===== config.mk =====
export PLATFORM = sky130hd
export DESIGN_NAME = asym_fifo_top
export DESIGN_NICKNAME = d
export VERILOG_FILES = /design/src/hdl/asym_pkg.sv /design/src/hdl/asym_converter.sv /design/src/hdl/asym_fifo_ctrl.sv /design/src/hdl/asym_fifo_top.sv /design/src/hdl/asym_lane_ram.sv
export SDC_FILE = /design/constraint.sdc
export NUM_CORES = 1
export LEC_CHECK = 0
export BUFFER_PORTS_ARGS = -buffer_cell sky130_fd_sc_hd__buf_2
export CAP_MARGIN = 20
export CORE_MARGIN = 1
export CORE_UTILIZATION = 56
export DETAILED_ROUTE_END_ITERATION = 10
export PLACE_DENSITY = 0.86
export REMOVE_ABC_BUFFERS = 1
export SLEW_MARGIN = 20
export SYNTH_ARGS = -nofsm -noshare
export SYNTH_HDL_FRONTEND = slang
export SYNTH_HIERARCHICAL = 1
export SYNTH_SLANG_ARGS = --single-unit

===== constraint.sdc =====
create_clock -name clk_i -period 2.57 [get_ports clk_i]
set_clock_uncertainty 0.1 [all_clocks]
set_input_delay 0.1285 -clock clk_i [delete_from_list [all_inputs] [get_ports clk_i]]
set_output_delay 0.1285 -clock clk_i [all_outputs]
set_load 0.01 [all_outputs]

===== src/hdl/asym_pkg.sv =====
package asym_pkg;

   // write side is the wide side, read side the narrow one
   localparam int W_DATA_W = 32;
   localparam int R_DATA_W = 8;

   // read words per write word, one lane per read word
   localparam int RATIO = W_DATA_W / R_DATA_W;
   localparam int LANE_SEL_W = $clog2(RATIO);

   // byte addressing on the read side
   localparam int R_ADDR_W = 6;
   // word addressing on the write side
   localparam int W_ADDR_W = R_ADDR_W - LANE_SEL_W;
   // every lane is one byte of a word, so it is indexed by the word address
   localparam int LANE_ADDR_W = W_ADDR_W;

   // capacity in bytes
   localparam int FIFO_BYTES = 2 ** R_ADDR_W;
   // level has to reach FIFO_BYTES itself, hence one extra bit
   localparam int LEVEL_W = R_ADDR_W + 1;

   // write port of the lane memory
   // lane k takes data[8k +: 8]
   typedef struct packed {
      logic [RATIO-1:0]       en;
      logic [LANE_ADDR_W-1:0] addr;
      logic [W_DATA_W-1:0]    data;
   } lane_wr_t;

   // read port of the lane memory
   // at most one enable bit is set per cycle
   typedef struct packed {
      logic [RATIO-1:0]       en;
      logic [LANE_ADDR_W-1:0] addr;
   } lane_rd_t;

endpackage

===== src/hdl/asym_converter.sv =====
`timescale 1ns/100ps

module asym_converter (
   input  logic                          clk_i,
   input  logic                          rst_n_i,

   // word write request
   input  logic                          push_i,
   input  logic [asym_pkg::W_ADDR_W-1:0] push_addr_i,
   input  logic [asym_pkg::W_DATA_W-1:0] push_data_i,

   // byte read request
   input  logic                          pop_i,
   input  logic [asym_pkg::R_ADDR_W-1:0] pop_addr_i,

   // lane memory side
   output asym_pkg::lane_wr_t            lane_wr_o,
   output asym_pkg::lane_rd_t            lane_rd_o,
   input  logic [asym_pkg::W_DATA_W-1:0] lane_rdata_i,

   // popped byte
   output logic [asym_pkg::R_DATA_W-1:0] r_data_o
);

   import asym_pkg::*;

   logic [LANE_SEL_W-1:0] pop_lane;
   logic [LANE_SEL_W-1:0] lane_sel_q;
   logic [W_DATA_W-1:0]   rdata_shifted;

   // a word spans all lanes at the same lane address
   assign lane_wr_o.en   = {RATIO{push_i}};
   assign lane_wr_o.addr = push_addr_i;
   assign lane_wr_o.data = push_data_i;

   // low bits of the byte address pick the lane
   assign pop_lane = pop_addr_i[LANE_SEL_W-1:0];

   // only the addressed lane reads, the others keep their output
   assign lane_rd_o.en   = {{(RATIO - 1){1'b0}}, pop_i} << pop_lane;
   assign lane_rd_o.addr = pop_addr_i[R_ADDR_W-1:LANE_SEL_W];

   // captured with the RAM read so both line up next cycle
   // held between pops so r_data_o stays on the last byte
   always_ff @(posedge clk_i or negedge rst_n_i) begin
      if (!rst_n_i) begin
         lane_sel_q <= '0;
      end else if (pop_i) begin
         lane_sel_q <= pop_lane;
      end
   end

   // move the selected lane down to the bottom byte
   assign rdata_shifted = lane_rdata_i >> (lane_sel_q * R_DATA_W);
   assign r_data_o      = rdata_shifted[R_DATA_W-1:0];

endmodule


===== src/hdl/asym_fifo_ctrl.sv =====
`timescale 1ns/100ps

module asym_fifo_ctrl (
   input  logic                          clk_i,
   input  logic                          rst_n_i,

   // raw requests from outside
   input  logic                          w_en_i,
   input  logic                          r_en_i,

   // accepted push, word addressed
   output logic                          push_o,
   output logic [asym_pkg::W_ADDR_W-1:0] push_addr_o,

   // accepted pop, byte addressed
   output logic                          pop_o,
   output logic [asym_pkg::R_ADDR_W-1:0] pop_addr_o,

   // status
   output logic                          w_full_o,
   output logic                          r_empty_o,
   output logic [asym_pkg::LEVEL_W-1:0]  r_level_o
);

   import asym_pkg::*;

   // a push adds a whole word of bytes, a pop takes one byte
   localparam logic [LEVEL_W-1:0] PUSH_INC = LEVEL_W'(RATIO);
   localparam logic [LEVEL_W-1:0] POP_DEC = LEVEL_W'(1);

   // above this level a whole word no longer fits
   localparam logic [LEVEL_W-1:0] FULL_LIMIT = LEVEL_W'(FIFO_BYTES - RATIO);

   logic [W_ADDR_W-1:0] wr_ptr_q;
   logic [R_ADDR_W-1:0] rd_ptr_q;
   logic [LEVEL_W-1:0]  level_q;
   logic [LEVEL_W-1:0]  level_d;

   logic full;
   logic empty;
   logic push;
   logic pop;

   // flags come straight from the level register
   assign full  = (level_q > FULL_LIMIT);
   assign empty = (level_q == '0);

   // strobes are gated here only
   assign push = w_en_i & ~full;
   assign pop  = r_en_i & ~empty;

   // push and pop may both land in one cycle
   always_comb begin
      level_d = level_q;
      if (push) begin
         level_d = level_d + PUSH_INC;
      end
      if (pop) begin
         level_d = level_d - POP_DEC;
      end
   end

   always_ff @(posedge clk_i or negedge rst_n_i) begin
      if (!rst_n_i) begin
         level_q <= '0;
      end else begin
         level_q <= level_d;
      end
   end

   // word pointer, wraps at the capacity by its width
   always_ff @(posedge clk_i or negedge rst_n_i) begin
      if (!rst_n_i) begin
         wr_ptr_q <= '0;
      end else if (push) begin
         wr_ptr_q <= wr_ptr_q + 1'b1;
      end
   end

   // byte pointer, same wrap point as the word pointer
   always_ff @(posedge clk_i or negedge rst_n_i) begin
      if (!rst_n_i) begin
         rd_ptr_q <= '0;
      end else if (pop) begin
         rd_ptr_q <= rd_ptr_q + 1'b1;
      end
   end

   // towards the converter
   assign push_o      = push;
   assign push_addr_o = wr_ptr_q;
   assign pop_o       = pop;
   assign pop_addr_o  = rd_ptr_q;

   // towards the outside
   assign w_full_o  = full;
   assign r_empty_o = empty;
   assign r_level_o = level_q;

endmodule


===== src/hdl/asym_fifo_top.sv =====
`timescale 1ns/100ps

module asym_fifo_top (
   input  logic                          clk_i,
   input  logic                          rst_n_i,

   // word write side
   input  logic                          w_en_i,
   input  logic [asym_pkg::W_DATA_W-1:0] w_data_i,
   output logic                          w_full_o,

   // byte read side
   input  logic                          r_en_i,
   output logic [asym_pkg::R_DATA_W-1:0] r_data_o,
   output logic                          r_empty_o,
   output logic [asym_pkg::LEVEL_W-1:0]  r_level_o
);

   import asym_pkg::*;

   // accepted strobes and their addresses
   logic                push;
   logic [W_ADDR_W-1:0] push_addr;
   logic                pop;
   logic [R_ADDR_W-1:0] pop_addr;

   // lane memory ports
   lane_wr_t            lane_wr;
   lane_rd_t            lane_rd;
   logic [W_DATA_W-1:0] lane_rdata;

   asym_fifo_ctrl u_ctrl (
      .clk_i       (clk_i),
      .rst_n_i     (rst_n_i),
      .w_en_i      (w_en_i),
      .r_en_i      (r_en_i),
      .push_o      (push),
      .push_addr_o (push_addr),
      .pop_o       (pop),
      .pop_addr_o  (pop_addr),
      .w_full_o    (w_full_o),
      .r_empty_o   (r_empty_o),
      .r_level_o   (r_level_o)
   );

   asym_converter u_conv (
      .clk_i        (clk_i),
      .rst_n_i      (rst_n_i),
      .push_i       (push),
      .push_addr_i  (push_addr),
      .push_data_i  (w_data_i),
      .pop_i        (pop),
      .pop_addr_i   (pop_addr),
      .lane_wr_o    (lane_wr),
      .lane_rd_o    (lane_rd),
      .lane_rdata_i (lane_rdata),
      .r_data_o     (r_data_o)
   );

   // storage, four byte lanes
   asym_lane_ram u_ram (
      .clk_i        (clk_i),
      .lane_wr_i    (lane_wr),
      .lane_rd_i    (lane_rd),
      .lane_rdata_o (lane_rdata)
   );

endmodule


===== src/hdl/asym_lane_ram.sv =====
`timescale 1ns/100ps

module asym_lane_ram (
   input  logic                          clk_i,

   // write and read ports, one enable per lane
   input  asym_pkg::lane_wr_t            lane_wr_i,
   input  asym_pkg::lane_rd_t            lane_rd_i,

   // registered read data of all lanes, lane k in bits 8k +: 8
   output logic [asym_pkg::W_DATA_W-1:0] lane_rdata_o
);

   import asym_pkg::*;

   localparam int LANE_DEPTH = 2 ** LANE_ADDR_W;

   for (genvar k = 0; k < RATIO; k++) begin : g_lane
      logic [R_DATA_W-1:0] mem [LANE_DEPTH];
      logic [R_DATA_W-1:0] rdata_q;

      // each lane stores its own byte of the word
      always_ff @(posedge clk_i) begin
         if (lane_wr_i.en[k]) begin
            mem[lane_wr_i.addr] <= lane_wr_i.data[k*R_DATA_W +: R_DATA_W];
         end
      end

      // synchronous read, output holds while the lane is idle
      always_ff @(posedge clk_i) begin
         if (lane_rd_i.en[k]) begin
            rdata_q <= mem[lane_rd_i.addr];
         end
      end

      assign lane_rdata_o[k*R_DATA_W +: R_DATA_W] = rdata_q;
   end

endmodule


==> impl_metrics.csv <==
group,metric,value,unit
status,status,"finished clean",
power,p_int,18.5,mW
power,power.density,1040,nW/um^2
drt,drt_iter0_markers,1347,
power,total_power,26.4,mW
drt,wl_per_cell,29.0,um
die,fp.dieW,201,um
timing,finalCritPeriodShare,99.8,%
placement,pre_cts_ws,74.5,ps
final_layout,drive_above_1_share,33.1,%
grt,grt_pass1_vias,11600,
die,dieArea,40400,um^2
timing,finalSetupTns,0,ps
timing,slew_headroom,46.9,%
drt,drc,0,
final_layout,area_delta_synth_final,15.0,%
yosys,ys.flop_type,"edfxtp_1",
power,ir_drop,0.566,mV
critical_path,reg2reg_slack,4,ps
final_layout,fill_cells,2370,
power,p_seq_share,42.8,%
yosys,avgSynthCellArea,21.0,um^2
critical_path,cp_max_fo,18,
die,core,38800,um^2
yosys,synth_area_leaders,"edfxtp_1 74%, mux4_2 14%, a22oi_1 2.2%, dfrtp_1 2.1%, and2_1 1.9%",
yosys,ys_seq_area_share,75.9,%
placement,dpl-instance-area,23400,um^2
clock_network,cts.sinks,563,
timing,finalWorstSetupSlack,4.23,ps
die,core.rowCount,72,
placement,place.detailed.hpwl,31.6,mm
clock_network,clk_pin_slew,60,ps
timing,setup_viol,0,
yosys,ys_types,39,
timing,tightestPinTransition,793,ps
yosys,syn-instance-count,1053,
clock_network,htreeDepth,2,
critical_path,arrival,2770,ps
timing,min_period,2570,ps
power,p_sw_share,29.8,%
grt,grt_overflow,0,
flow_run,cap_viol_max_count,0,
yosys,synth_top_area_share,73.7,%
power,p_leak,8.46,nW
drt,wl,51.1,mm
final_layout,layout_commonest_cell,"edfxtp_1",
power,combPwrFrac,28.5,%
timing,finalHoldViolations,0,
critical_path,cp-end-kind,"register",
yosys,async_reset_ff_share,3.37,%
clock_network,tritoncts,"yes",
power,p_clk_share,28.7,%
yosys,synth_edf_count,544,
clock_network,insertion_delay,600,ps
timing,rsz0062_at_grt,"true",
final_layout,most-common-layout-cells,"544 x edfxtp_1, 136 x mux4_2, 86 x buf_4",
yosys,yosysTopAreaCell,"edfxtp_1",
drt,drtAntennaViolNets,0,
placement,numPortBuffers,52,
grt,grt_max_degree,52,
grt,antenna_found_initial,3,
final_layout,ff_latch_area,16800,um^2
die,die_h,201,um
final_layout,multi_input_area,4790,um^2
yosys,yosysWarnings,6,
clock_network,root_buffer,"clkbuf_16",
timing,slew_violations,0,
drt,detail_route.first_pass.iterations,6,
clock_network,cts_made_buffers,53,
yosys,yosys_register_bits,563,
worst_hold_path,hp-class,"input pin to asynchronous set/reset pin",
grt,grt_usage,25.7,%
drt,viasPerCell,6.38,
final_layout,final_nets,1240,
final_layout,final_area,25500,um^2
critical_path,critPathKind,"register to register",
power,p_switching,7.87,mW
critical_path,start_kind,"register",
die,boundaryPins,53,
timing,fmax,390,MHz
clock_network,clockBufferDepth,3,
die,start_util,57.1,%
yosys,synth_area,22200,um^2
grt,grt_pass1_wl,75.0,mm
critical_path,required,2770,ps
placement,gp_congestion,0.901,
drt,vias,11200,
-- power by group through the flow --
stage,combinational [mW],clock [mW],sequential [mW]
CTS,7.37,7.70,11.3
global route,7.86,8.04,11.4
floorplan,3.56,0,11.7
global placement,7.00,0,11.4
finish,7.51,7.59,11.3
detailed placement,7.22,0,11.5
-- metrics by stage --
step           hold WS, ps  cells  util [%]
2_1_floorplan         -267    957         -
3_3_place_gp         -3.47   1622      60.2
3_5_place_dp          5.26   1622      60.2
4_1_cts                366   1755      65.4
5_1_grt               63.9   1759      65.6
6_report              37.6   1761      65.6
-- final timing paths --
kind,startpoint,cells past startpoint,endpoint
worst max-delay path,u_ctrl/r_level_o[2]$_DFF_PN0_,8,u_ram/g_lane[2].mem[7][7]$_DFFE_PP_
worst min-delay path,rst_n_i,3,u_ctrl/pop_addr_o[0]$_DFFE_PN0P_
worst max register to register,u_ctrl/r_level_o[2]$_DFF_PN0_,8,u_ram/g_lane[2].mem[7][7]$_DFFE_PP_
worst min register to register,u_ctrl/pop_addr_o[5]$_DFFE_PN0P_,1,u_ctrl/pop_addr_o[5]$_DFFE_PN0P_
max in group asynchronous,rst_n_i,3,u_ctrl/pop_addr_o[3]$_DFFE_PN0P_
min in group clk_i,w_data_i[3],2,u_ram/g_lane[0].mem[2][3]$_DFFE_PP_
-- cell usage after synthesis (all sizes together) (2+ instances only) --
master  instances
and3            2
nand2          40
a21oi           3
nor4b           2
dfrtp          19
a22oi          64
xor2            4
nor3            8
nand3           3
nor2b           3
mux4          136
inv             6
xnor2          11
edfxtp        544
and3b           2
and2           66
nand2b          5
ha              5
nand4           5
clkbuf         21
nor2           15
buf            75
mux2            4
-- logic make-up (layout without fill, tap and decap cells) --
logic type / Yosys count / in the layout / share of synthesized area (%)
AO/OA/AOI/OAI: 72 / 72 / 2.57
XOR/XNOR: 15 / 15 / 0.593
adder cells (fa/ha/maj): 5 / 5 / 0.282
buffers and inverters: 102 / 290 / 2.76
flip-flops: 563 / 563 / 75.9
multiplexers: 141 / 141 / 14.1
other: 0 / 2 / 0
AND/OR/NAND/NOR: 155 / 155 / 3.85
-- registers in the layout, summed over array words and instances, names as in the netlist --
signal and cells:
u_conv/lane_sel_q 2, u_ram/g_lane.rdata_q 32, u_ctrl/r_level_o 7, u_ctrl/pop_addr_o 6, u_ctrl/push_addr_o 4, u_ram/g_lane.mem 512
-- critical path, stage by stage, from the launching register on --
cell	delay (ps)
dfrtp_1	380
buf_4	180
ha_1	270
nand2_1	150
a311oi_4	340
buf_4	170
buf_4	220
and2_1	260
buf_4	180
-- layer usage --
layer | vias to the layer above | GRT usage, % | part of all wire, %
li1 | 4569 | - | -
met1 | 5794 | 33.9 | 36
met2 | 760 | 43.2 | 51
met3 | 120 | 4.79 | 9.9
met4 | 0 | 9.43 | 3.4
met5 | - | 0 | 0
-- timing repair --
item / in CTS / in global routing
gates resized for setup: 0 / 38
setup endpoints to repair: 0 / 294
setup buffers: 0 / 3
hold endpoints to repair: 533 / 0
hold buffers: 36 / 0
-- cell type report --
class	count	share of cell area [%]
antenna	2	0.0196
sequential	563	66.0
tap	518	2.54
clock buffer	69	5.76
timing repair buffer	187	5.95
clock inverter	28	0.835
multi-input combinational	388	18.8
inverter	6	0.0884
Power figures use the tool's default switching activity.
